===== src/source/fetch_pkg.sv =====
// ============================================================
// Shared fetch geometry, reset address and enums
// Imported by every block of the fetch front end
// ============================================================
package fetch_pkg;

  // ============================================================
  // Address and line geometry
  // ============================================================

  // Virtual fetch address width
  localparam int VADDR_W = 32;
  // Instructions per fetch line
  localparam int FETCH_WIDTH = 4;
  // One instruction
  localparam int INST_W = 32;
  // Full line of instructions
  localparam int LINE_W = FETCH_WIDTH * INST_W;
  // Byte offset bits inside a 16-byte line
  localparam int LINE_OFFSET_W = 4;
  // Line stride in bytes
  localparam int LINE_BYTES = 1 << LINE_OFFSET_W;

  // ============================================================
  // Instruction memory and queue sizing
  // ============================================================

  // Lines held in the instruction memory
  localparam int IMEM_LINES = 64;
  // Line index, taken from address bits 9..4
  localparam int IMEM_IDX_W = 6;
  // Fetch address queue entries
  localparam int FAQ_DEPTH = 4;
  // Queue entry is address plus lane mask
  localparam int FAQ_DATA_W = VADDR_W + FETCH_WIDTH;

  // First fetch address out of reset
  localparam logic [VADDR_W-1:0] RESET_PC = 32'h0000_0100;

  // ============================================================
  // Enums
  // ============================================================

  // Fetch unit FSM
  typedef enum logic {
    FU_IDLE,
    FU_WAIT
  } fu_state_e;

  // Memory operation from arbiter to memory
  typedef enum logic [1:0] {
    MEM_IDLE,
    MEM_READ,
    MEM_WRITE
  } mem_op_e;

endpackage


===== src/source/fetch_unit.sv =====
// ============================================================
// Fetch unit, turns queued line addresses into fetch bundles
// Holds the output bundle while inst_ready_i is low
// ============================================================
module fetch_unit (
  input  logic                              clk,
  input  logic                              rst_n_i,
  input  logic                              redirect_i,
  // Queue head
  input  logic                              faq_empty_i,
  input  logic [fetch_pkg::VADDR_W-1:0]     faq_vaddr_i,
  input  logic [fetch_pkg::FETCH_WIDTH-1:0] faq_mask_i,
  output logic                              faq_pop_o,
  // Memory read through the arbiter
  output logic                              rd_req_o,
  output logic [fetch_pkg::IMEM_IDX_W-1:0]  rd_idx_o,
  input  logic                              rd_gnt_i,
  input  logic [fetch_pkg::LINE_W-1:0]      mem_rdata_i,
  // Output bundle
  input  logic                              inst_ready_i,
  output logic                              inst_valid_o,
  output logic [fetch_pkg::VADDR_W-1:0]     inst_vaddr_o,
  output logic [fetch_pkg::FETCH_WIDTH-1:0] inst_mask_o,
  output logic [fetch_pkg::LINE_W-1:0]      inst_data_o
);
  import fetch_pkg::*;

  fu_state_e              state;
  logic                   out_free;
  logic                   capture;
  // Address and mask of the read in flight
  logic [VADDR_W-1:0]     pend_vaddr;
  logic [FETCH_WIDTH-1:0] pend_mask;

  // Output empty or being taken this cycle
  assign out_free = ~inst_valid_o | inst_ready_i;
  // No new read on a redirect cycle, its line would be stale
  assign rd_req_o  = (state == FU_IDLE) & ~faq_empty_i & out_free & ~redirect_i;
  assign rd_idx_o  = faq_vaddr_i[LINE_OFFSET_W +: IMEM_IDX_W];
  assign faq_pop_o = rd_req_o & rd_gnt_i;
  // Read data arrives in FU_WAIT, dropped on redirect
  assign capture   = (state == FU_WAIT) & ~redirect_i;

  // FSM and output valid
  always_ff @(posedge clk or negedge rst_n_i) begin
    if (!rst_n_i) begin
      state        <= FU_IDLE;
      inst_valid_o <= 1'b0;
    end else begin
      case (state)
        FU_IDLE: if (faq_pop_o) state <= FU_WAIT;
        default: state <= FU_IDLE;
      endcase
      if (capture) begin
        inst_valid_o <= 1'b1;
      end else if (inst_ready_i) begin
        inst_valid_o <= 1'b0;
      end
    end
  end

  // Payload registers
  always_ff @(posedge clk) begin
    if (faq_pop_o) begin
      pend_vaddr <= faq_vaddr_i;
      pend_mask  <= faq_mask_i;
    end
    if (capture) begin
      inst_vaddr_o <= pend_vaddr;
      inst_mask_o  <= pend_mask;
      inst_data_o  <= mem_rdata_i;
    end
  end

endmodule


===== config.mk =====
export PLATFORM = sky130hd
export DESIGN_NAME = fetch_unit
export DESIGN_NICKNAME = d
export VERILOG_FILES = /design/src/source/fetch_pkg.sv /design/src/source/fetch_unit.sv
export SDC_FILE = /design/constraint.sdc
export NUM_CORES = 1
export LEC_CHECK = 0
export ABC_AREA = 1
export BUFFER_PORTS_ARGS = -buffer_cell sky130_fd_sc_hd__buf_2
export CAP_MARGIN = 0
export CORE_AREA = 2 2 133 135
export DETAILED_ROUTE_END_ITERATION = 6
export DIE_AREA = 0 0 135 137
export PLACE_DENSITY = 0.79
export SYNTH_ARGS = -nofsm -noshare
export SYNTH_HDL_FRONTEND = slang
export SYNTH_SLANG_ARGS = --single-unit
export TNS_END_PERCENT = 100

===== constraint.sdc =====
create_clock -name clk -period 8.55 [get_ports clk]
set_input_delay 0.855 -clock clk [delete_from_list [all_inputs] [get_ports clk]]
set_output_delay 0.855 -clock clk [all_outputs]
set_load 0.02 [all_outputs]

==> summary.txt <==
Run status
  – Outcome: finished clean

Clock network
  – Resized Gates After CTS: 0
  – TritonCTS Buffers: 21
  – # hold bufs at CTS: 0
  – # H-tree levels: 1
  – CTS tree: yes
  – CTS Root Buffer Type: clkbuf_16
  – Clk sinks: roughly 200
  – Setup bufs post-CTS: 0
  – Clock transition at the registers of the reported paths: approximately 0.06 ns
  – Latest clock arrival within the worst-skew pair: 0.48 ns
  – Clock buffer depth: 3

STA
  – Max-slew violation count: 0
  – Fmax: 316 MHz
  – Final worst slack: 5.38 ns
  – Slew headroom: 33.0%
  – Tcrit/Tclk final: 37.0%
  – Setup-failing EPs final: 0
  – Worst Tran Pin Value: between 1 and 1.5 ns
  – Setup TNS Final: 0 ns
  – Worst clock skew: around 0.0082 ns
  – Min Clock Period, post-route: ~3.2 ns
  – Unrepaired setup endpoints after global routing: no
  – Final hold vios: 0

Floorplanning
  – Core box area: roughly 0.017 sq mm
  – Die width: roughly 140 um
  – Die area: around 0.018 sq mm
  – Die H: approximately 140 um
  – # IOs: around 340
  – Row Count: 48
  – Initial core utilization: between 30 and 40%

Layout
  – Reg area: around 0.0061 sq mm
  – Nets: 750
  – Footprint of the multi-input gates: roughly 54 sq um
  – Most frequent cells in the layout: buf_2 (342), edfxtp_1 (200), clkbuf_16 (21), clkbuf_1 (6), inv_1 (5)
  – Most common cell after layout, fill and taps aside: buf_2
  – Fillers: ~1400
  – Layout area overhead: 43.1%
  – Proportion of layout cells with a drive suffix above 1: a little over three fifths

Worst setup path
  – CP Capture Type: primary output
  – Startpoint type of the worst setup path: primary input
  – Most frequent CP cell: buf_2
  – Buffers & Inverters on Critical Path: 2
  – Crit-path slowest cell: nor2_4
  – Crit Path Max Fanout: 37
  – Slowest stage delay, CP: 0.78 ns
  – Worst Path Required: ~7.7 ns
  – Crit-path cells: buf_2 > nor2_2 > nand3_2 > nor2_4 > buf_2
  – CP top delay family: simple AND/OR/NAND/NOR gates
  – Crit path arrival time: 2.31 ns
  – R2r setup slk: roughly 6.8 ns
  – Setup CP Type: primary input to primary output

Global route
  – First-pass GRT wire length: between 15000 and 20000 um
  – Initial antenna violation count: 8
  – Largest net degree at the start of global routing: 165
  – Grt total ovfl: 0
  – Gr usage total: about 14%
  – Vias in the first global route: 3445

Yosys
  – Synthesized flop and latch total: ~200
  – Register area share after synthesis: slightly below 100%
  – Post-Syn Area: 0.00616 sq mm
  – Synth cell types: 9
  – Syn Area/Cell: approximately 28 sq um
  – Yosys warns: 0
  – Cells after Synth: 220
  – Synthesized net count: just under 400

Drt
  – Detailed Route WL: between 10000 and 15000 um
  – Router iterations before antenna repair: 4
  – Antenna-violating nets left: 0
  – Avg Vias per Cell: around 4.1
  – Via count: ~3400
  – Initial detailed-routing violation count: 177
  – Drc violations: 0
  – Routed length per instance: approximately 17 um

Power and ir drop
  – Pwr/cell area: about 240 mW/mm^2
  – VDD IR max: ~0.17 mV
  – Leak pwr: ~3.6 nW

Placed design
  – RePlAce Congestion: just over 0.7
  – Pre-CTS setup slack: 5.34 ns
  – HPWL Detailed: ~10000 um
  – IO buf count: 342

Min path
  – Hold/Removal Path Class: primary input to async pin

Flow run
  – Max-cap violations: 0
[cell families after synthesis]
kind of cell | count (synthesis) | share of synthesized area (%)
buffers and inverters | 11 | 1.04
AO/OA/AOI/OAI | 1 | 0.0812
flip-flops | 202 | 98.3
AND/OR/NAND/NOR | 6 | 0.549
[final cells by class]
| type | count | area share, % |
|---|---|---|
| Timing Repair Buffer | 343 | 19.7 |
| Tap cell | 225 | 3.19 |
| Inverter | 5 | 0.213 |
| Clock buffer | 27 | 6.22 |
| Clock inverter | 9 | 1.31 |
| Multi-Input combinational cell | 7 | 0.611 |
| Antenna cell | 3 | 0.0852 |
| Sequential cell | 202 | 68.7 |
[sequential cells by signal (all words and copies together), names as in the netlist]
name and count:
pend_vaddr 32, inst_data_o 128, inst_valid_o 1, state 1, pend_mask 4, inst_mask_o 4
inst_vaddr_o 32
[where the power goes]
| group | internal (mW) | switching [mW] | leakage (nW) | total [mW] |
|---|---|---|---|---|
| Combinational | 0.0373 | 0.0473 | 1.40 | 0.0845 |
| Clock | 0.540 | 0.342 | 0.322 | 0.882 |
| Sequential | 1.11 | 0.00430 | 1.84 | 1.11 |
| Total | 1.69 | 0.394 | 3.56 | 2.08 |
[Yosys cell counts, drive strengths merged]
library cell,number,share of area [%]
buf,6,0.73
dfrtp,2,0.81
edfxtp,200,98
inv,5,0.30
nand2,1,0.10
nand3,1,0.16
nor2,4,0.28
o21ai,1,0.081
[path summary, 6_finish.rpt]
kind                                             end  cells past startpoint                     from
hold / removal                       state$_DFF_PN0_                      1                  rst_n_i
max in group asynchronous   inst_valid_o$_DFFE_PN0P_                      1                  rst_n_i
min in group clk           inst_vaddr_o[9]$_DFFE_PP_                      0  pend_vaddr[9]$_DFFE_PP_
setup reg to reg            pend_vaddr[23]$_DFFE_PP_                      3          state$_DFF_PN0_
hold reg to reg            inst_vaddr_o[9]$_DFFE_PP_                      0  pend_vaddr[9]$_DFFE_PP_
setup / recovery                           faq_pop_o                      5               redirect_i
[worst register-to-register path, cell delays in order (launching register included)]
cell	delay, ns
dfrtp_1	0.39
nor2_2	0.10
nand3_2	0.12
nor2_4	0.78
[routing by layer]
layer / vias up / track usage, % / wire length, um
met5: - / 0 / 8
met4: 2 / 5.27 / 397
met3: 27 / 6.37 / 1780
met2: 219 / 22.6 / 6740
met1: 1562 / 17.1 / 5200
li1: 1596 / - / -
[through the flow]
step | util (%) | hold slack [ns] | cells | instance area [sq um] | power [mW]
floorplan | - | 0.400 | 220 | 6160 | 1.17
global placement | 47.7 | 0.400 | 782 | 8140 | 1.22
detailed placement | 47.7 | 0.405 | 782 | 8140 | 1.22
CTS | 51.6 | 0.134 | 818 | 8800 | 2.11
global route | 51.7 | 0.135 | 821 | 8810 | 2.15
finish | 51.7 | 0.157 | 821 | 8810 | 2.08
(Power assumes the default switching activity.)
