### src/source/fetch_pkg.sv
// ============================================================
// Shared fetch geometry, reset address and enums
// Imported by every block of the fetch front end
// ============================================================
package fetch_pkg;

  // ============================================================
  // Address and line geometry
  // ============================================================

  // Virtual fetch address width
  localparam int VADDR_W = 32;
  // Instructions per fetch line
  localparam int FETCH_WIDTH = 4;
  // One instruction
  localparam int INST_W = 32;
  // Full line of instructions
  localparam int LINE_W = FETCH_WIDTH * INST_W;
  // Byte offset bits inside a 16-byte line
  localparam int LINE_OFFSET_W = 4;
  // Line stride in bytes
  localparam int LINE_BYTES = 1 << LINE_OFFSET_W;

  // ============================================================
  // Instruction memory and queue sizing
  // ============================================================

  // Lines held in the instruction memory
  localparam int IMEM_LINES = 64;
  // Line index, taken from address bits 9..4
  localparam int IMEM_IDX_W = 6;
  // Fetch address queue entries
  localparam int FAQ_DEPTH = 4;
  // Queue entry is address plus lane mask
  localparam int FAQ_DATA_W = VADDR_W + FETCH_WIDTH;

  // First fetch address out of reset
  localparam logic [VADDR_W-1:0] RESET_PC = 32'h0000_0100;

  // ============================================================
  // Enums
  // ============================================================

  // Fetch unit FSM
  typedef enum logic {
    FU_IDLE,
    FU_WAIT
  } fu_state_e;

  // Memory operation from arbiter to memory
  typedef enum logic [1:0] {
    MEM_IDLE,
    MEM_READ,
    MEM_WRITE
  } mem_op_e;

endpackage

### src/source/next_pc_gen.sv
// ============================================================
// Sequential next-line fetch address generator
// Pushes one line per cycle into the queue, restarts on redirect
// ============================================================
module next_pc_gen (
  input  logic                              clk,
  input  logic                              rst_n_i,
  input  logic                              redirect_i,
  input  logic [fetch_pkg::VADDR_W-1:0]     redirect_pc_i,
  input  logic                              full_i,
  output logic                              push_o,
  output logic [fetch_pkg::VADDR_W-1:0]     vaddr_o,
  output logic [fetch_pkg::FETCH_WIDTH-1:0] mask_o
);
  import fetch_pkg::*;

  logic [VADDR_W-1:0]     cur_vaddr;
  logic [FETCH_WIDTH-1:0] cur_mask;
  // Goes high one cycle after reset release
  logic                   run_q;

  // Clear the byte offset inside the line
  function automatic logic [VADDR_W-1:0] line_align(input logic [VADDR_W-1:0] pc);
    return {pc[VADDR_W-1:LINE_OFFSET_W], {LINE_OFFSET_W{1'b0}}};
  endfunction

  // Lanes from the word offset up to the last lane
  function automatic logic [FETCH_WIDTH-1:0] first_mask(input logic [VADDR_W-1:0] pc);
    logic [LINE_OFFSET_W-3:0] word_off;
    word_off = pc[LINE_OFFSET_W-1:2];
    return {FETCH_WIDTH{1'b1}} << word_off;
  endfunction

  // No push on a redirect cycle, the queue is being flushed
  assign push_o  = run_q & ~full_i & ~redirect_i;
  assign vaddr_o = cur_vaddr;
  assign mask_o  = cur_mask;

  always_ff @(posedge clk or negedge rst_n_i) begin
    if (!rst_n_i) begin
      run_q     <= 1'b0;
      cur_vaddr <= line_align(RESET_PC);
      cur_mask  <= first_mask(RESET_PC);
    end else begin
      run_q <= 1'b1;
      if (redirect_i) begin
        // Restart at the target line
        cur_vaddr <= line_align(redirect_pc_i);
        cur_mask  <= first_mask(redirect_pc_i);
      end else if (push_o) begin
        // Next sequential line, all lanes
        cur_vaddr <= cur_vaddr + VADDR_W'(LINE_BYTES);
        cur_mask  <= '1;
      end
    end
  end

endmodule

### config.mk
export PLATFORM = sky130hd
export DESIGN_NAME = next_pc_gen
export DESIGN_NICKNAME = d
export VERILOG_FILES = /design/src/source/fetch_pkg.sv /design/src/source/next_pc_gen.sv
export SDC_FILE = /design/constraint.sdc
export NUM_CORES = 1
export LEC_CHECK = 0
export BUFFER_PORTS_ARGS = -buffer_cell sky130_fd_sc_hd__buf_2
export CORE_UTILIZATION = 53
export CTS_CLUSTER_DIAMETER = 60
export CTS_CLUSTER_SIZE = 16
export DETAILED_ROUTE_END_ITERATION = 8
export HOLD_SLACK_MARGIN = 0.12
export PLACE_DENSITY = 0.91
export SYNTH_ARGS = -nofsm -noshare
export SYNTH_HDL_FRONTEND = slang
export SYNTH_SLANG_ARGS = --single-unit
### constraint.sdc
create_clock -name clk -period 3.1 [get_ports clk]
set_clock_uncertainty 0.15 [all_clocks]
set_input_delay 0.62 -clock clk [delete_from_list [all_inputs] [get_ports clk]]
set_output_delay 0.62 -clock clk [all_outputs]
set_load 0.005 [all_outputs]
==> metrics.yaml, run 1 <==
ctsHoldBuffers: 0
setup_viol: 0
syn_to_final_growth_pct: 19.4
startpoint_type: "flip-flop"
max-cap-violations: 0
ys_ff_latch: 32
drt_iter0_markers: 112
core_sq_um: 3420
mostFrequentLayoutCells: "buf_2, dfrtp_1, nand2_1"
status: "finished, final reports clean"
grt_first_pass_wirelength_mm: 7.38
wirelength_mm: 4.36
grt_pass1_vias: 1653
gp_routability_congestion: 0.828
cp.arrival_ns: 2.27
worst_setup_path_end_kind: "flip-flop"
synth_top_area_frac: 0.364
async_flop_share: 1.00
track_usage: 0.243
cts_sinks: 32
antenna_found_initial: 0
postSynthCellCount: 213
fill_cells: 314
dieArea_sq_um: 3880
dp_hpwl_mm: 3.15
yosys.area.top_type: "dfrtp_1"
fp.dieW_um: 62.3
drive_gt1_frac: 0.304
rsz0062_at_grt: "false"
path_max_fanout: 9
p_leak_nw: 0.977
stdcell_area_sq_um: 2300
multi_input_area_sq_um: 1030
post-route-period-util: 0.697
clk_pin_slew_ns: 0.10
placed_cell_area_sq_um: 2250
reg2reg_depth: 4
synth.area.top_cells: "dfrtp_1, dfstp_2, nand2_1, o21ai_0, xnor2_1"
io_buffer_count: 65
fin_crit_ns: 2.16
start_util: 0.564
vias: 1855
cts_resized: 0
setup_tns_ns: 0
clockBufferDepth: 2
grt_overflow: 0
rows: 21
ant_nets: 0
synth_flop_cell: "dfrtp_1"
wl_per_cell_um: 13.5
numCtsBuffers: 5
layout_commonest_cell: "buf_2"
cts-htree-levels: 2
regArea_sq_um: 806
irDropWorstVdd_uv: 233
tightest_slew_ns: 0.697
firstDrtPassIters: 4
powerDensity_nw_per_um2: 395
path_class: "reg2reg"
cts_tree: "done"
syn_avg_cell_area_sq_um: 9.04
synth_cell_types: 46
synth_area_sq_um: 1930
final_nets: 312
synth-edff-count: 0
drc_errors: 0
hold_path.class: "in2async"
synth_warnings: 0
ys_seq_area_frac: 0.418
required_ns: 3.21
clock-root-buffer: "clkbuf_4"
relSlewSlack: 0.535
max_freq_ghz: 0.463
drv_slew: 0
finalHoldViolCount: 0
clk_latency_ns: 0.34
diodes: 0
io_pins: 73
cts_setup_buffers: 0
vias_per_cell: 5.76
grt_max_degree: 42
die_height_um: 62.3
[metal layers]
metal,up-vias,global-route usage,share of wire
li1,909,-,-
met1,874,0.314,0.44
met2,64,0.390,0.48
met3,8,0.0643,0.066
met4,0,0.0901,0.016
met5,-,0,0
[worst max-delay path, stage by stage (launching register included)]
cell and delay [ns]:
dfstp_2 0.58, and3_1 0.44, nand3_2 0.23, or4_1 0.51
a31oi_1 0.17
[stage by stage]
step | worst slack, ns | hold WS [ns] | utilization | total power (W) | std cells
floorplan | 1.19 | 0.174 | - | 0.000605 | 217
global route | 0.835 | 0.197 | 0.673 | 0.000976 | 322
global placement | 0.880 | 0.414 | 0.658 | 0.000684 | 314
finish | 0.939 | 0.168 | 0.673 | 0.000909 | 322
detailed placement | 0.830 | 0.421 | 0.658 | 0.000690 | 314
CTS | 0.949 | 0.182 | 0.673 | 0.000918 | 322
[synthesized netlist by cell type (2+ instances only)]
library cell / number
xnor2_1: 8
nor2b_1: 2
nand2b_1: 2
conb_1: 2
nand3_1: 13
buf_2: 2
xor2_1: 4
dfrtp_1: 28
or4_1: 7
or3_1: 5
nand3_2: 2
nor3_1: 4
o21ai_0: 18
nand4b_1: 2
and2_1: 2
nand4_1: 6
o211ai_1: 2
o311ai_0: 2
dfstp_2: 4
clkbuf_1: 7
and3_1: 3
buf_4: 6
inv_1: 2
nor4_1: 4
a31oi_1: 9
nor2_1: 12
nand2_1: 25
o31ai_1: 6
and4_1: 3
or4b_1: 2
o31a_1: 4
[layout make-up]
type	instances	share of cell area
multi-input cells	165	0.446
flip-flops and latches	32	0.351
repair buffers	68	0.151
well taps	46	0.0250
clock buffers	7	0.0196
inverters	3	0.00490
clock inverters	1	0.00218
[where the power goes]
part           leakage (nW)  internal, W  switching [W]
Combinational         0.576    0.0000860      0.0000891
Clock                0.0293    0.0000882       0.000139
Sequential            0.371     0.000459      0.0000483
Total                 0.977     0.000633       0.000276
[sequential cells by signal, indices dropped and copies added (netlist names)]
| name | count |
|---|---|
| run_q | 1 |
| vaddr_o | 28 |
| mask_o | 3 |
[worst paths after layout]
path	from	to	slack, ns
max reg2reg	vaddr_o[8]$_DFFE_PN1N_	vaddr_o[24]$_DFFE_PN0N_	0.94
max	vaddr_o[8]$_DFFE_PN1N_	vaddr_o[24]$_DFFE_PN0N_	0.94
min	rst_n_i	vaddr_o[30]$_DFFE_PN0N_	0.17
max in group asynchronous	rst_n_i	vaddr_o[31]$_DFFE_PN0N_	2.18
min reg2reg	mask_o[1]$_DFFE_PN1N_	mask_o[1]$_DFFE_PN1N_	0.44
min in group clk	redirect_pc_i[2]	mask_o[0]$_DFFE_PN1N_	0.28
[cells by family after synthesis]
family,count (synthesis),synth area share
buf+inv,20,0.0565
compound gates,44,0.149
xor+xnor,12,0.0546
mux,2,0.0110
fa+ha+maj,1,0.00650
simple gates,100,0.300
flops,32,0.418
other cells,2,0.00390
No activity file was read; power rests on OpenSTA's default activity.
==> run 2, diff against run 1 <==
ABC_AREA = 1   (was default)
CORE_UTILIZATION = 46   (was 53)
PLACE_DENSITY = 0.83   (was 0.91)
clock period = 1.8 ns   (was 3.1 ns; I/O delays follow)
==> metrics.yaml, run 2 <==
status: "finished, final reports clean"
synth_flop_cell: "dfrtp_1"
diodes: 0
start_util: 0.493
placed_cell_area_sq_um: 2620
max-cap-violations: 0
path_max_fanout: 6
reg2reg_depth: 10
antenna_found_initial: 0
synth_top_area_frac: 0.315
required_ns: 1.82
vias_per_cell: 4.99
io_buffer_count: 65
irDropWorstVdd_uv: 292
io_pins: 73
clockBufferDepth: 2
async_flop_share: 1.00
powerDensity_nw_per_um2: 708
startpoint_type: "flip-flop"
postSynthCellCount: 324
finalHoldViolCount: 0
dp_hpwl_mm: 4.15
critical_path.startpoint: "vaddr_o[4]$_DFFE_PN0N_"
wirelength_mm: 5.55
grt_pass1_vias: 2192
hold_path.class: "in2reg"
reg2reg_slack_ns: 0.16
synth_commonest_cells: "nand2_1, inv_1, dfrtp_1"
holdPathStages: 3
grt_overflow: 0
mostFrequentLayoutCells: "nand2_1, buf_2, inv_1"
post-route-period-util: 0.910
regArea_sq_um: 807
ys_ff_latch: 32
rr_startpoint: "vaddr_o[4]$_DFFE_PN0N_"
synth-edff-count: 0
clock-root-buffer: "clkbuf_8"
fill_cells: 393
ant_nets: 0
cp-endpoint: "vaddr_o[28]$_DFFE_PN0N_"
gp_routability_congestion: 0.868
cp.arrival_ns: 1.66
clk_latency_ns: 0.29
synth_cell_types: 27
setup_viol: 0
rows: 24
multi_input_area_sq_um: 1220
rsz0062_at_grt: "false"
grt_max_degree: 31
syn_to_final_growth_pct: 24.7
fp.dieW_um: 71.5
cts-htree-levels: 2
syn_avg_cell_area_sq_um: 6.86
worst_setup_path_end_kind: "flip-flop"
drive_gt1_frac: 0.269
drv_slew: 0
drt_iter0_markers: 71
synth-compound-area-share: 0.119
setup_tns_ns: 0
vias: 2261
yosys.area.top_type: "dfrtp_1"
track_usage: 0.237
grt_first_pass_wirelength_mm: 9.54
synth_fa_ha_area_frac: 0.00563
dieArea_sq_um: 5110
numCtsBuffers: 5
synth-simple-area-share: 0.374
clk_pin_slew_ns: 0.07
synth_area_sq_um: 2220
die_height_um: 71.5
path_class: "reg2reg"
firstDrtPassIters: 4
ys_seq_area_frac: 0.363
cts_sinks: 32
yosysMostFrequentCell: "nand2_1"
cts_tree: "done"
max_freq_ghz: 0.610
largest_register_ffs: 28
drc_errors: 0
timing.rr.end: "vaddr_o[28]$_DFFE_PN0N_"
synth_warnings: 0
fin_crit_ns: 1.64
p_leak_nw: 1.45
muxShareOfSynthArea: 0
wl_per_cell_um: 12.3
synth_xor_xnor_area_share: 0.0394
core_sq_um: 4500
stdcell_area_sq_um: 2770
final_nets: 437
synth_top_family_by_area: "simple AND/OR/NAND/NOR gates"
synth.area.top_cells: "dfrtp_1, nand2_1, inv_1, dfstp_2, nor2_1"
layout_commonest_cell: "nand2_1"
run 2: layout make-up:
cell class / instances / share of cell area
Multi-Input combinational cell: 246 / 0.441
Timing Repair Buffer: 77 / 0.156
Clock buffer: 8 / 0.0361
Inverter: 38 / 0.0515
Tap cell: 52 / 0.0235
Sequential cell: 32 / 0.291
run 2: cell families (layout without fill, tap and decap cells):
| group | after synthesis | count (layout) |
|---|---|---|
| DFF | 32 | 32 |
| AOI/OAI and AO/OA | 40 | 40 |
| adders and majority gates | 1 | 1 |
| other | 2 | 6 |
| xor gates and xnor gates | 10 | 10 |
| buffers and inverters | 50 | 123 |
| and+or+nand+nor | 189 | 189 |
run 2: power by group:
part	internal, W	switching, W
clock network	0.000349	0.000264
registers	0.000801	0.000101
logic	0.000206	0.000239
run 2: stage by stage:
stage	setup slack [ns]	hold WS, ns	cells	total power, W	util
2_1_floorplan	0.254	-0.0856	328	0.00114	-
3_3_place_gp	0.166	0.170	439	0.00132	0.581
3_5_place_dp	0.107	0.189	439	0.00134	0.581
4_1_cts	0.0893	0.139	449	0.00196	0.608
5_1_grt	0.00467	0.154	453	0.00208	0.615
6_report	0.162	0.141	453	0.00196	0.615
run 2: how the worst min path moves through the flow:
stage | from | end | slack, ns
global route | redirect_pc_i[8] | vaddr_o[8]$_DFFE_PN1N_ | 0.15
floorplan | rst_n_i | run_q$_DFF_PN0_ | -0.09
finish | redirect_pc_i[6] | vaddr_o[6]$_DFFE_PN0N_ | 0.14
global placement | rst_n_i | run_q$_DFF_PN0_ | 0.17
CTS | redirect_pc_i[6] | vaddr_o[6]$_DFFE_PN0N_ | 0.14
detailed placement | rst_n_i | vaddr_o[12]$_DFFE_PN0N_ | 0.19
run 2: worst max-delay path, cell delays in order, from the launching register on:
cell     delay [ns]
dfrtp_2        0.39
ha_1           0.19
nand2_2        0.09
nor2_4         0.18
nand2_4        0.10
nor2_4         0.15
nand2_1        0.07
nand2_1        0.06
nand2_1        0.05
nand2_1        0.05
nand2_1        0.05
run 2: what timing repair did:
item,in CTS,in global routing
hold endpoints to repair,15,0
endpoints found under the setup margin,0,6
gates resized for setup,0,2
hold buffers,2,0
setup buffers,0,4
run 2: layer usage:
metal,share of wire,track usage,up-vias
met1,0.45,0.289,1030
met4,0.033,0.120,0
met2,0.47,0.401,59
li1,-,-,1150
met3,0.043,0.0478,22
met5,0,0,-
