$ cat src/source/fetch_pkg.sv
// ============================================================
// Shared fetch geometry, reset address and enums
// Imported by every block of the fetch front end
// ============================================================
package fetch_pkg;

  // ============================================================
  // Address and line geometry
  // ============================================================

  // Virtual fetch address width
  localparam int VADDR_W = 32;
  // Instructions per fetch line
  localparam int FETCH_WIDTH = 4;
  // One instruction
  localparam int INST_W = 32;
  // Full line of instructions
  localparam int LINE_W = FETCH_WIDTH * INST_W;
  // Byte offset bits inside a 16-byte line
  localparam int LINE_OFFSET_W = 4;
  // Line stride in bytes
  localparam int LINE_BYTES = 1 << LINE_OFFSET_W;

  // ============================================================
  // Instruction memory and queue sizing
  // ============================================================

  // Lines held in the instruction memory
  localparam int IMEM_LINES = 64;
  // Line index, taken from address bits 9..4
  localparam int IMEM_IDX_W = 6;
  // Fetch address queue entries
  localparam int FAQ_DEPTH = 4;
  // Queue entry is address plus lane mask
  localparam int FAQ_DATA_W = VADDR_W + FETCH_WIDTH;

  // First fetch address out of reset
  localparam logic [VADDR_W-1:0] RESET_PC = 32'h0000_0100;

  // ============================================================
  // Enums
  // ============================================================

  // Fetch unit FSM
  typedef enum logic {
    FU_IDLE,
    FU_WAIT
  } fu_state_e;

  // Memory operation from arbiter to memory
  typedef enum logic [1:0] {
    MEM_IDLE,
    MEM_READ,
    MEM_WRITE
  } mem_op_e;

endpackage

$ cat src/source/sync_fifo.sv
// ============================================================
// Show-ahead synchronous FIFO with flush
// Head entry is visible on data_o whenever empty_o is low
// ============================================================
module sync_fifo #(
  parameter int DEPTH  = 4,
  parameter int DATA_W = 8
) (
  input  logic              clk,
  input  logic              rst_n_i,
  input  logic              flush_i,
  input  logic              push_i,
  input  logic              pop_i,
  input  logic [DATA_W-1:0] data_i,
  output logic [DATA_W-1:0] data_o,
  output logic              empty_o,
  output logic              full_o
);

  // Pointer keeps one bit even for a single entry
  localparam int PTR_W = (DEPTH > 1) ? $clog2(DEPTH) : 1;
  localparam int CNT_W = $clog2(DEPTH + 1);

  logic [DATA_W-1:0] mem [DEPTH];
  logic [PTR_W-1:0]  wr_ptr;
  logic [PTR_W-1:0]  rd_ptr;
  logic [CNT_W-1:0]  count;
  logic              push_ok;
  logic              pop_ok;

  // Strobes ignored when they cannot be served
  assign push_ok = push_i & ~full_o;
  assign pop_ok  = pop_i & ~empty_o;

  assign empty_o = (count == '0);
  assign full_o  = (count == CNT_W'(DEPTH));
  // Show-ahead head
  assign data_o  = mem[rd_ptr];

  // Storage array, payload only
  always_ff @(posedge clk) begin
    if (push_ok) begin
      mem[wr_ptr] <= data_i;
    end
  end

  // Pointers and occupancy
  always_ff @(posedge clk or negedge rst_n_i) begin
    if (!rst_n_i) begin
      wr_ptr <= '0;
      rd_ptr <= '0;
      count  <= '0;
    end else if (flush_i) begin
      wr_ptr <= '0;
      rd_ptr <= '0;
      count  <= '0;
    end else begin
      if (push_ok) begin
        // Wrap also for non power of two depth
        wr_ptr <= (wr_ptr == PTR_W'(DEPTH - 1)) ? '0 : wr_ptr + 1'b1;
      end
      if (pop_ok) begin
        rd_ptr <= (rd_ptr == PTR_W'(DEPTH - 1)) ? '0 : rd_ptr + 1'b1;
      end
      count <= count + CNT_W'(push_ok) - CNT_W'(pop_ok);
    end
  end

endmodule

$ cat src/source/fetch_address_queue.sv
// ============================================================
// Fetch address queue between next-PC generation and fetch
// Entries hold a line address and its lane-valid mask
// ============================================================
module fetch_address_queue (
  input  logic                                clk,
  input  logic                                rst_n_i,
  input  logic                                flush_i,
  input  logic                                push_i,
  input  logic [fetch_pkg::VADDR_W-1:0]       push_vaddr_i,
  input  logic [fetch_pkg::FETCH_WIDTH-1:0]   push_mask_i,
  output logic                                full_o,
  input  logic                                pop_i,
  output logic                                empty_o,
  output logic [fetch_pkg::VADDR_W-1:0]       head_vaddr_o,
  output logic [fetch_pkg::FETCH_WIDTH-1:0]   head_mask_o
);
  import fetch_pkg::*;

  logic [FAQ_DATA_W-1:0] wdata;
  logic [FAQ_DATA_W-1:0] rdata;

  // Address in the upper bits, mask in the lower
  assign wdata = {push_vaddr_i, push_mask_i};
  assign {head_vaddr_o, head_mask_o} = rdata;

  sync_fifo #(
    .DEPTH  (FAQ_DEPTH),
    .DATA_W (FAQ_DATA_W)
  ) u_fifo (
    .clk     (clk),
    .rst_n_i (rst_n_i),
    .flush_i (flush_i),
    .push_i  (push_i),
    .pop_i   (pop_i),
    .data_i  (wdata),
    .data_o  (rdata),
    .empty_o (empty_o),
    .full_o  (full_o)
  );

endmodule

$ cat config.mk
export PLATFORM = sky130hd
export DESIGN_NAME = fetch_address_queue
export DESIGN_NICKNAME = d
export VERILOG_FILES = /design/src/source/fetch_pkg.sv /design/src/source/sync_fifo.sv /design/src/source/fetch_address_queue.sv
export SDC_FILE = /design/constraint.sdc
export NUM_CORES = 1
export LEC_CHECK = 0
export BUFFER_PORTS_ARGS = -buffer_cell sky130_fd_sc_hd__clkbuf_2
export CORE_MARGIN = 4
export CORE_UTILIZATION = 45
export CTS_BUF_LIST = sky130_fd_sc_hd__clkbuf_8
export CTS_CLUSTER_DIAMETER = 60
export DETAILED_ROUTE_END_ITERATION = 12
export HOLD_SLACK_MARGIN = 0.15
export PLACE_DENSITY = 0.63
export SLEW_MARGIN = 20
export SYNTH_ARGS = -nofsm -noshare
export SYNTH_HDL_FRONTEND = slang
export SYNTH_SLANG_ARGS = --single-unit
$ cat constraint.sdc
create_clock -name clk -period 5.15 [get_ports clk]
set_input_delay 1.03 -clock clk [delete_from_list [all_inputs] [get_ports clk]]
set_output_delay 1.03 -clock clk [all_outputs]
set_load 0.01 [all_outputs]
==> results of run 1 <==
routing by layer:
metal  vias to the layer above  global-route usage (%)  wire length [um]
met3                        20                    5.43               632
met4                         0                    6.80               187
met5                         -                       0                 0
met2                        72                    22.5              4720
li1                       1164                       -                 -
met1                      1329                    17.1              3920
cell families after synthesis:
logic type,count (synthesis)
multiplexers,37
XOR/XNOR,2
buffers and inverters,18
AND/OR/NAND/NOR,16
AO/OA/AOI/OAI,5
adder cells (fa/ha/maj),8
flip-flops,151
critical path, cell delays in order (launching register included):
cell	delay, ns
dfrtp_2	0.82
buf_4	0.48
mux4_2	0.59
clkbuf_2	0.15
flip-flops by register name, summed over array words and instances, names as in the netlist:
register / count
u_fifo.wr_ptr: 2
u_fifo.count: 3
u_fifo.mem: 144
u_fifo.rd_ptr: 2
path summary, 6_finish.rpt:
check	from	cells past startpoint	to
setup / recovery	u_fifo.rd_ptr[0]$_DFFE_PN0P_	3	head_vaddr_o[21]
hold / removal	rst_n_i	1	u_fifo.wr_ptr[1]$_DFFE_PN0P_
setup reg to reg	u_fifo.count[1]$_DFF_PN0_	9	u_fifo.count[2]$_DFF_PN0_
hold reg to reg	u_fifo.wr_ptr[1]$_DFFE_PN0P_	2	u_fifo.wr_ptr[1]$_DFFE_PN0P_
max in group asynchronous	rst_n_i	1	u_fifo.rd_ptr[0]$_DFFE_PN0P_
min in group clk	u_fifo.wr_ptr[1]$_DFFE_PN0P_	2	u_fifo.wr_ptr[1]$_DFFE_PN0P_
layout by cell type, fill, tap and decap left out, drive strengths merged, types with 2 or more instances in the layout:
cell type / synthesis / routed
edfxtp: 144 / 144
clkbuf: 1 / 95
mux4: 36 / 36
clkinv: 1 / 11
inv: 7 / 9
ha: 7 / 7
dfrtp: 7 / 7
and3: 4 / 4
nor2: 4 / 4
nor3: 2 / 2
a21oi: 2 / 2
nand3: 2 / 2
bufinv: 0 / 2
o31ai: 2 / 2
cell type report:
cell class | count | share of cell area (%)
inverters | 8 | 0.646
clock buffers | 17 | 3.55
clock inverters | 15 | 1.82
well taps | 168 | 3.19
flip-flops and latches | 151 | 68.4
repair buffers | 79 | 6.04
multi-input cells | 68 | 16.4
report_power, final:
| part | internal (uW) | leakage (uW) | total, uW | switching (uW) |
|---|---|---|---|---|
| Clock | 413 | 0.000191 | 809 | 396 |
| Combinational | 293 | 0.000688 | 594 | 301 |
| Sequential | 1490 | 0.00141 | 1570 | 79.9 |
| Total | 2190 | 0.00229 | 2970 | 776 |
per-stage QoR:
step	setup WS, ns	hold slack, ns
floorplan	2.76	0.565
global placement	2.03	0.593
detailed placement	2.00	0.600
CTS	1.51	0.388
global route	1.39	0.388
finish	1.64	0.426
==> metrics.yaml, run 1 <==
status: "finished, final reports clean"
chipWidth_um: 120
ys_top_cells_by_area: "edfxtp_1 (76%), mux4_2 (14%), dfrtp_1 (3.1%)"
max_freq_mhz: 285
start_util_pct: 46.6
avgViaCountPerCell: 5.11
gp_congestion: 0.689
holdBufCountCts: 0
hold_viol_final: 0
path_clk_slew_ns: 0.07
cts_tree: "yes"
synth-main-ff-cell: "edfxtp_1"
fin_tns_setup_ns: 0
slew_violations: 0
cts.path.max_buffers: 2
fill_cells: 1009
p_total_uw: 2970
synth_seq_area_share_pct: 79.0
pin_count: 79
cp_data_arrival_time_ns: 2.48
clk_latency_ns: 0.44
rsz0062_at_grt: "false"
cts_setup_buffers: 0
fp-row-count: 40
setup_viol: 0
grt_pass1_vias: 2788
grt-ovfl-total: 0
htreeDepth: 4
post-route-period-util_pct: 68.1
synth-edff-count: 144
crit_type: "register to output pin"
synth_area_per_cell_um2: 24.0
clock-root-buffer: "clkbuf_8"
synth_fa_ha_area_share_pct: 1.89
relSlewSlack_pct: 34.1
synthCells: 237
numCtsBuffers: 17
critPathRequiredTime_ns: 4.12
dp_hpwl_um: 5540
drcViolationCount: 0
grt_max_degree: 39
final.setup_skew_ns: 0.00551
drt_wl_total_um: 9460
powerDensity_nw_per_um2: 451
p_leak_uw: 0.00229
synthSimpleGateAreaFrac_pct: 1.71
synth_top_area_share_pct: 75.9
post-route-util_pct: 53.9
antenna_left: 0
synth_cell_types: 26
reg2reg_setup_slack_ns: 2.84
synth_seq_cells: 151
coreArea_um2: 12200
ctsResizeCount: 0
final_cells: 506
antenna_found_initial: 0
synth_xor_area_share_pct: 0.308
post_synth_mux_area_share_pct: 14.4
dieHeight_um: 120
cp-start-kind: "register"
yosysWarnings: 0
stdcell_area_um2: 6590
placed_cell_area_um2: 6230
drt-initial-drc-count: 224
drive_above_1_share_pct: 44.4
yosys.area.top_type: "edfxtp_1"
cap_viol_max_count: 0
finalCriticalPeriod_ns: 3.51
syn_area_um2: 5690
io_buffers: 78
die_area_um2: 14500
drtPass1Iterations: 4
ir_drop_mv: 0.252
yosysMostFrequentCell: "edfxtp_1"
cts.sinks: 151
placed_cells: 474
hold_path.class: "input pin to async pin"
async_flop_share_pct: 4.64
grt_pass1_wl_um: 15000
synth_common_cells: "edfxtp_1 (144), mux4_2 (36), dfrtp_1 (7), ha_1 (7), inv_1 (7)"
cp-end-kind: "output pin"
syn-num-nets: 286
multi_input_area_um2: 1080
grt_use_total_pct: 14.2
num_vias: 2585
worst-path-max-fanout: 21
wl_per_cell_um: 18.7
nets: 374
antenna_cells: 0
synth_compound_area_share_pct: 0.615
synth_top_family_by_area: "multiplexers"
seqCellArea_um2: 4500
syn2layout_area_growth_pct: 15.6
worst_slew_pin_slew_ns: 0.989
No activity file was read; power rests on OpenSTA's default activity.
==> inputs of run 2 (changes only) <==
--- a/config.mk
+++ b/config.mk
@@ -12,7 +12,7 @@
 export CTS_CLUSTER_DIAMETER = 60
 export DETAILED_ROUTE_END_ITERATION = 12
 export HOLD_SLACK_MARGIN = 0.15
-export PLACE_DENSITY = 0.63
+export PLACE_DENSITY = 0.65
 export SLEW_MARGIN = 20
 export SYNTH_ARGS = -nofsm -noshare
 export SYNTH_HDL_FRONTEND = slang
==> constraint.sdc (replaced) <==
create_clock -name clk -period 3 [get_ports clk]
set_input_delay 0.6 -clock clk [delete_from_list [all_inputs] [get_ports clk]]
set_output_delay 0.6 -clock clk [all_outputs]
set_load 0.01 [all_outputs]
==> run 2 against run 1 <==
Net effect: utilization grew 0.24 points; die area did not move; non-clock buffer count up 3; largest power group unchanged.
==> metrics.yaml, run 2 (same netlist as run 1, synthesis figures left out) <==
cts_tree: "yes"
numCtsBuffers: 17
final_cell_mix: "edfxtp_1 (144), clkbuf_2 (78), mux4_2 (36)"
antenna_found_initial: 1
powerDensity_nw_per_um2: 770
cp-start-kind: "register"
chipWidth_um: 120
drive_above_1_share_pct: 44.9
critPathRequiredTime_ns: 2.40
top_regs: "u_fifo.mem x144, u_fifo.count x3"
setup_viol: 0
htreeDepth: 4
start_util_pct: 46.6
die_area_um2: 14500
avgViaCountPerCell: 5.14
largest_reg_flops: 144
path_clk_slew_ns: 0.08
pin_count: 79
fin_tns_setup_ns: 0
drcViolationCount: 0
worst_slew_pin_slew_ns: 0.997
crit_type: "register to output pin"
hold_path.class: "input pin to register"
num_vias: 2614
drt-initial-drc-count: 246
grt-ovfl-total: 0
gp_congestion: 0.705
antenna_cells: 0
drtPass1Iterations: 4
p_total_uw: 5090
max_freq_mhz: 361
clock-root-buffer: "clkbuf_8"
rsz0062_at_grt: "false"
dp_hpwl_um: 5800
cts_setup_buffers: 0
finalCriticalPeriod_ns: 2.77
cp_data_arrival_time_ns: 2.17
cts.sinks: 151
syn2layout_area_growth_pct: 16.2
nets: 377
post-route-period-util_pct: 92.3
clk_latency_ns: 0.42
antenna_left: 0
wl_per_cell_um: 19.2
cap_viol_max_count: 0
status: "finished, final reports clean"
cts.path.max_buffers: 2
fp-row-count: 40
layout_commonest_cell: "edfxtp_1"
coreArea_um2: 12200
relSlewSlack_pct: 33.6
worst-path-max-fanout: 15
regMostFlops: "u_fifo.mem"
hold_viol_final: 0
grt_max_degree: 37
grt_use_total_pct: 14.5
dieHeight_um: 120
io_buffers: 78
grt_pass1_vias: 2778
final.setup_skew_ns: 0.0139
grt_pass1_wl_um: 15400
cp-end-kind: "output pin"
drt_wl_total_um: 9780
slew_violations: 0
ir_drop_mv: 0.350
p_leak_uw: 0.00228
==> run 2: cell count changes in the layout (fill, tap and decap cells not counted), sizes merged <==
cell	delta
buf	+2
bufinv	-1
clkinv	-1
clkinvlp	+3
dlygate4sd3	+1
inv	-1
==> run 2: final cells by class <==
cell class | instances | area, um^2
flip-flops and latches | 151 | 4500
multi-input cells | 68 | 1080
clock buffers | 17 | 234
well taps | 168 | 210
repair buffers | 82 | 435
clock inverters | 15 | 111
inverters | 8 | 42.5
fillers | 982 | 5600
==> run 2: final timing paths <==
kind / startpoint / endpoint / slack [ns] / cells after the start
worst min register to register: u_fifo.wr_ptr[1]$_DFFE_PN0P_ / u_fifo.wr_ptr[1]$_DFFE_PN0P_ / 0.61 / 2
max in group asynchronous: rst_n_i / u_fifo.rd_ptr[0]$_DFFE_PN0P_ / 2.26 / 2
min in group asynchronous: rst_n_i / u_fifo.wr_ptr[1]$_DFFE_PN0P_ / 0.54 / 2
worst min-delay path: push_mask_i[3] / u_fifo.mem[0][3]$_DFFE_PP_ / 0.39 / 1
worst max register to register: u_fifo.count[1]$_DFF_PN0_ / u_fifo.count[2]$_DFF_PN0_ / 0.66 / 9
worst max-delay path: u_fifo.rd_ptr[0]$_DFFE_PN0P_ / head_vaddr_o[3] / 0.23 / 3
==> run 2: timing repair <==
| action | CTS | global route |
|---|---|---|
| endpoints found under the hold margin | 7 | 0 |
| gates resized for setup | 0 | 0 |
| hold buffers | 1 | 0 |
==> run 2: critical path, stage by stage (launching register included) <==
cell and delay (ns):
dfrtp_2 0.63, buf_4 0.39, mux4_2 0.57, clkbuf_2 0.15
==> run 2: routing by layer <==
metal	wire [um]	vias up	share of wire (%)	global-route usage [%]
li1	-	1167	-	-
met2	4750	64	49	21.8
met4	71	2	0.73	4.25
met3	550	7	5.6	6.03
met5	13	-	0.13	0
met1	4390	1374	45	19.5
==> run 2: per-stage QoR <==
stage | std cells | hold WS [ns] | utilization (%) | instance area (um^2) | setup slack (ns)
after floorplan | 237 | 0.304 | - | 5690 | 0.902
after global placement | 476 | 0.458 | 51.2 | 6260 | 0.645
after detailed placement | 476 | 0.462 | 51.2 | 6260 | 0.636
after CTS | 509 | 0.361 | 54.2 | 6610 | 0.155
after global routing | 509 | 0.355 | 54.2 | 6610 | 0.0513
final | 509 | 0.393 | 54.2 | 6610 | 0.231
==> run 2: power breakdown <==
part | switching [uW] | internal [uW] | total (uW)
Sequential | 99.5 | 2550 | 2650
Clock | 715 | 638 | 1350
Combinational | 570 | 518 | 1090
==> inputs of run 3 (changes only) <==
--- a/config.mk
+++ b/config.mk
@@ -5,6 +5,7 @@
 export SDC_FILE = /design/constraint.sdc
 export NUM_CORES = 1
 export LEC_CHECK = 0
+export ABC_AREA = 1
 export BUFFER_PORTS_ARGS = -buffer_cell sky130_fd_sc_hd__clkbuf_2
 export CORE_MARGIN = 4
 export CORE_UTILIZATION = 45
@@ -12,7 +13,7 @@
 export CTS_CLUSTER_DIAMETER = 60
 export DETAILED_ROUTE_END_ITERATION = 12
 export HOLD_SLACK_MARGIN = 0.15
-export PLACE_DENSITY = 0.65
+export PLACE_DENSITY = 0.62
 export SLEW_MARGIN = 20
 export SYNTH_ARGS = -nofsm -noshare
 export SYNTH_HDL_FRONTEND = slang
==> constraint.sdc (replaced) <==
create_clock -name clk -period 2.8 [get_ports clk]
set_input_delay 0.56 -clock clk [delete_from_list [all_inputs] [get_ports clk]]
set_output_delay 0.56 -clock clk [all_outputs]
set_load 0.01 [all_outputs]
==> run 3 against run 2 <==
Net effect: non-clock buffer count is 7 higher; cell count is 49% higher; synthesized area is 10% higher; largest power group unchanged; critical endpoint is now head_vaddr_o[14]; power is 23% higher; global-route usage is 0.63 points higher; critical path type unchanged.
==> metrics.yaml, run 3 <==
clock-root-buffer: "clkbuf_8"
fp-row-count: 42
drcViolationCount: 0
max_freq_mhz: 392
gp_congestion: 0.711
largest_reg_flops: 144
dp_hpwl_um: 7190
worst-path-max-fanout: 43
antenna_left: 0
regMostFlops: "u_fifo.mem"
synth_top_area_share_pct: 68.8
grt_pass1_vias: 3661
drive_above_1_share_pct: 26.7
rsz0062_at_grt: "false"
chipWidth_um: 126
relSlewSlack_pct: 61.7
cp-end-kind: "output pin"
yosysWarnings: 0
numCtsBuffers: 17
worst_slew_pin_slew_ns: 0.574
p_leak_uw: 0.00287
nets: 617
yosysMostFrequentCell: "edfxtp_1"
wl_per_cell_um: 15.1
num_vias: 3637
cts_tree: "yes"
synth_area_per_cell_um2: 13.0
grt_max_degree: 52
async_flop_share_pct: 4.64
ir_drop_mv: 0.348
crit_type: "register to output pin"
drt-initial-drc-count: 166
post-route-period-util_pct: 91.1
coreArea_um2: 13500
start_util_pct: 46.7
synth_common_cells: "edfxtp_1 (144), inv_1 (88), nand2_1 (85)"
cap_viol_max_count: 0
die_area_um2: 15900
cp_data_arrival_time_ns: 1.99
syn2layout_area_growth_pct: 16.3
io_buffers: 78
slew_violations: 0
cp-start-kind: "register"
cts.sinks: 151
clk_latency_ns: 0.44
hold_path.class: "input pin to register"
final_cell_mix: "edfxtp_1 (144), inv_1 (89), nand2_1 (85)"
synth_cell_types: 18
p_total_uw: 6250
synth-edff-count: 144
cts.path.max_buffers: 2
hold_viol_final: 0
drt_wl_total_um: 11400
synth-main-ff-cell: "edfxtp_1"
grt_use_total_pct: 15.1
synth_seq_area_share_pct: 71.6
drtPass1Iterations: 4
antenna_cells: 0
avgViaCountPerCell: 4.80
setup_ws_ns: 0.249
status: "finished, final reports clean"
critPathRequiredTime_ns: 2.24
antenna_found_initial: 0
path_clk_slew_ns: 0.07
synthCells: 484
final.setup_skew_ns: 0.00991
powerDensity_nw_per_um2: 856
setup_viol: 0
fill_cells: 1146
ctsResizeCount: 0
syn_area_um2: 6280
pre_cts_ws_ns: 0.660
htreeDepth: 4
fin_tns_setup_ns: 0
grt_pass1_wl_um: 18500
ys_top_cells_by_area: "edfxtp_1 (69%), o211ai_2 (6.0%), inv_1 (5.3%)"
yosys.area.top_type: "edfxtp_1"
top_regs: "u_fifo.mem x144, u_fifo.count x3"
finalCriticalPeriod_ns: 2.55
syn-num-nets: 533
pin_count: 79
dieHeight_um: 126
layout_commonest_cell: "edfxtp_1"
grt-ovfl-total: 0
synth_seq_cells: 151
[run 3: per-stage QoR]
step           instance area, um^2  hold WS [ns]  std cells  util [%]
2_1_floorplan                 6280         0.264        484         -
3_5_place_dp                  6890         0.412        724      51.2
4_1_cts                       7300         0.281        757      54.3
3_3_place_gp                  6890         0.409        724      51.2
5_1_grt                       7300         0.285        757      54.3
6_report                      7300         0.311        757      54.3
[run 3: path summary, 6_finish.rpt]
| kind | start | endpoint | slack, ns | cells past startpoint |
|---|---|---|---|---|
| max in group asynchronous | rst_n_i | u_fifo.rd_ptr[1]$_DFFE_PN0P_ | 2.13 | 2 |
| max | u_fifo.rd_ptr[1]$_DFFE_PN0P_ | head_vaddr_o[14] | 0.25 | 5 |
| min in group asynchronous | rst_n_i | u_fifo.rd_ptr[0]$_DFFE_PN0P_ | 0.48 | 2 |
| min | flush_i | u_fifo.count[0]$_DFF_PN0_ | 0.31 | 2 |
| min reg2reg | u_fifo.wr_ptr[1]$_DFFE_PN0P_ | u_fifo.wr_ptr[1]$_DFFE_PN0P_ | 0.57 | 2 |
| max reg2reg | u_fifo.count[1]$_DFF_PN0_ | u_fifo.mem[0][3]$_DFFE_PP_ | 0.69 | 5 |
[run 3: cell families (layout without fill, tap and decap cells)]
logic type	Yosys count	count (layout)	synth area share, %
AND/OR/NAND/NOR	104	104	6.45
flip-flops	151	151	71.6
AO/OA/AOI/OAI	108	108	12.4
buffers and inverters	113	210	7.77
adder cells (fa/ha/maj)	8	8	1.71
[run 3: power by group]
part           switching [uW]  internal (uW)  leakage (uW)  total (uW)
registers                 178           2770       0.00141        2950
clock network             773            859      0.000206        1630
logic                    1060            609       0.00126        1670
total                    2010           4230       0.00287        6250
[run 3: critical path, stage by stage (launching register included)]
cell,delay (ns)
dfrtp_4,0.80
buf_4,0.37
a21oi_1,0.07
o21ai_0,0.10
nand2_1,0.07
clkbuf_2,0.13
[run 3: layout make-up]
type	instances	area, um^2	share of cell area, %
inverters	89	334	4.58
flip-flops and latches	151	4510	61.7
repair buffers	89	513	7.03
multi-input cells	220	1320	18.1
clock inverters	12	129	1.76
well taps	176	220	3.02
clock buffers	20	275	3.77
[run 3: what timing repair did]
action | CTS | global route
hold buffers | 1 | 0
buffers inserted | 0 | 0
endpoints found under the hold margin | 7 | 0
[run 3: routing by layer]
layer,part of all wire (%),GRT usage (%),vias up,wire length [um]
li1,-,-,1831,-
met1,46,19.7,1716,5290
met2,47,23.8,71,5340
met3,4.8,4.45,19,547
met4,2.0,6.25,0,228
met5,0,0,-,0
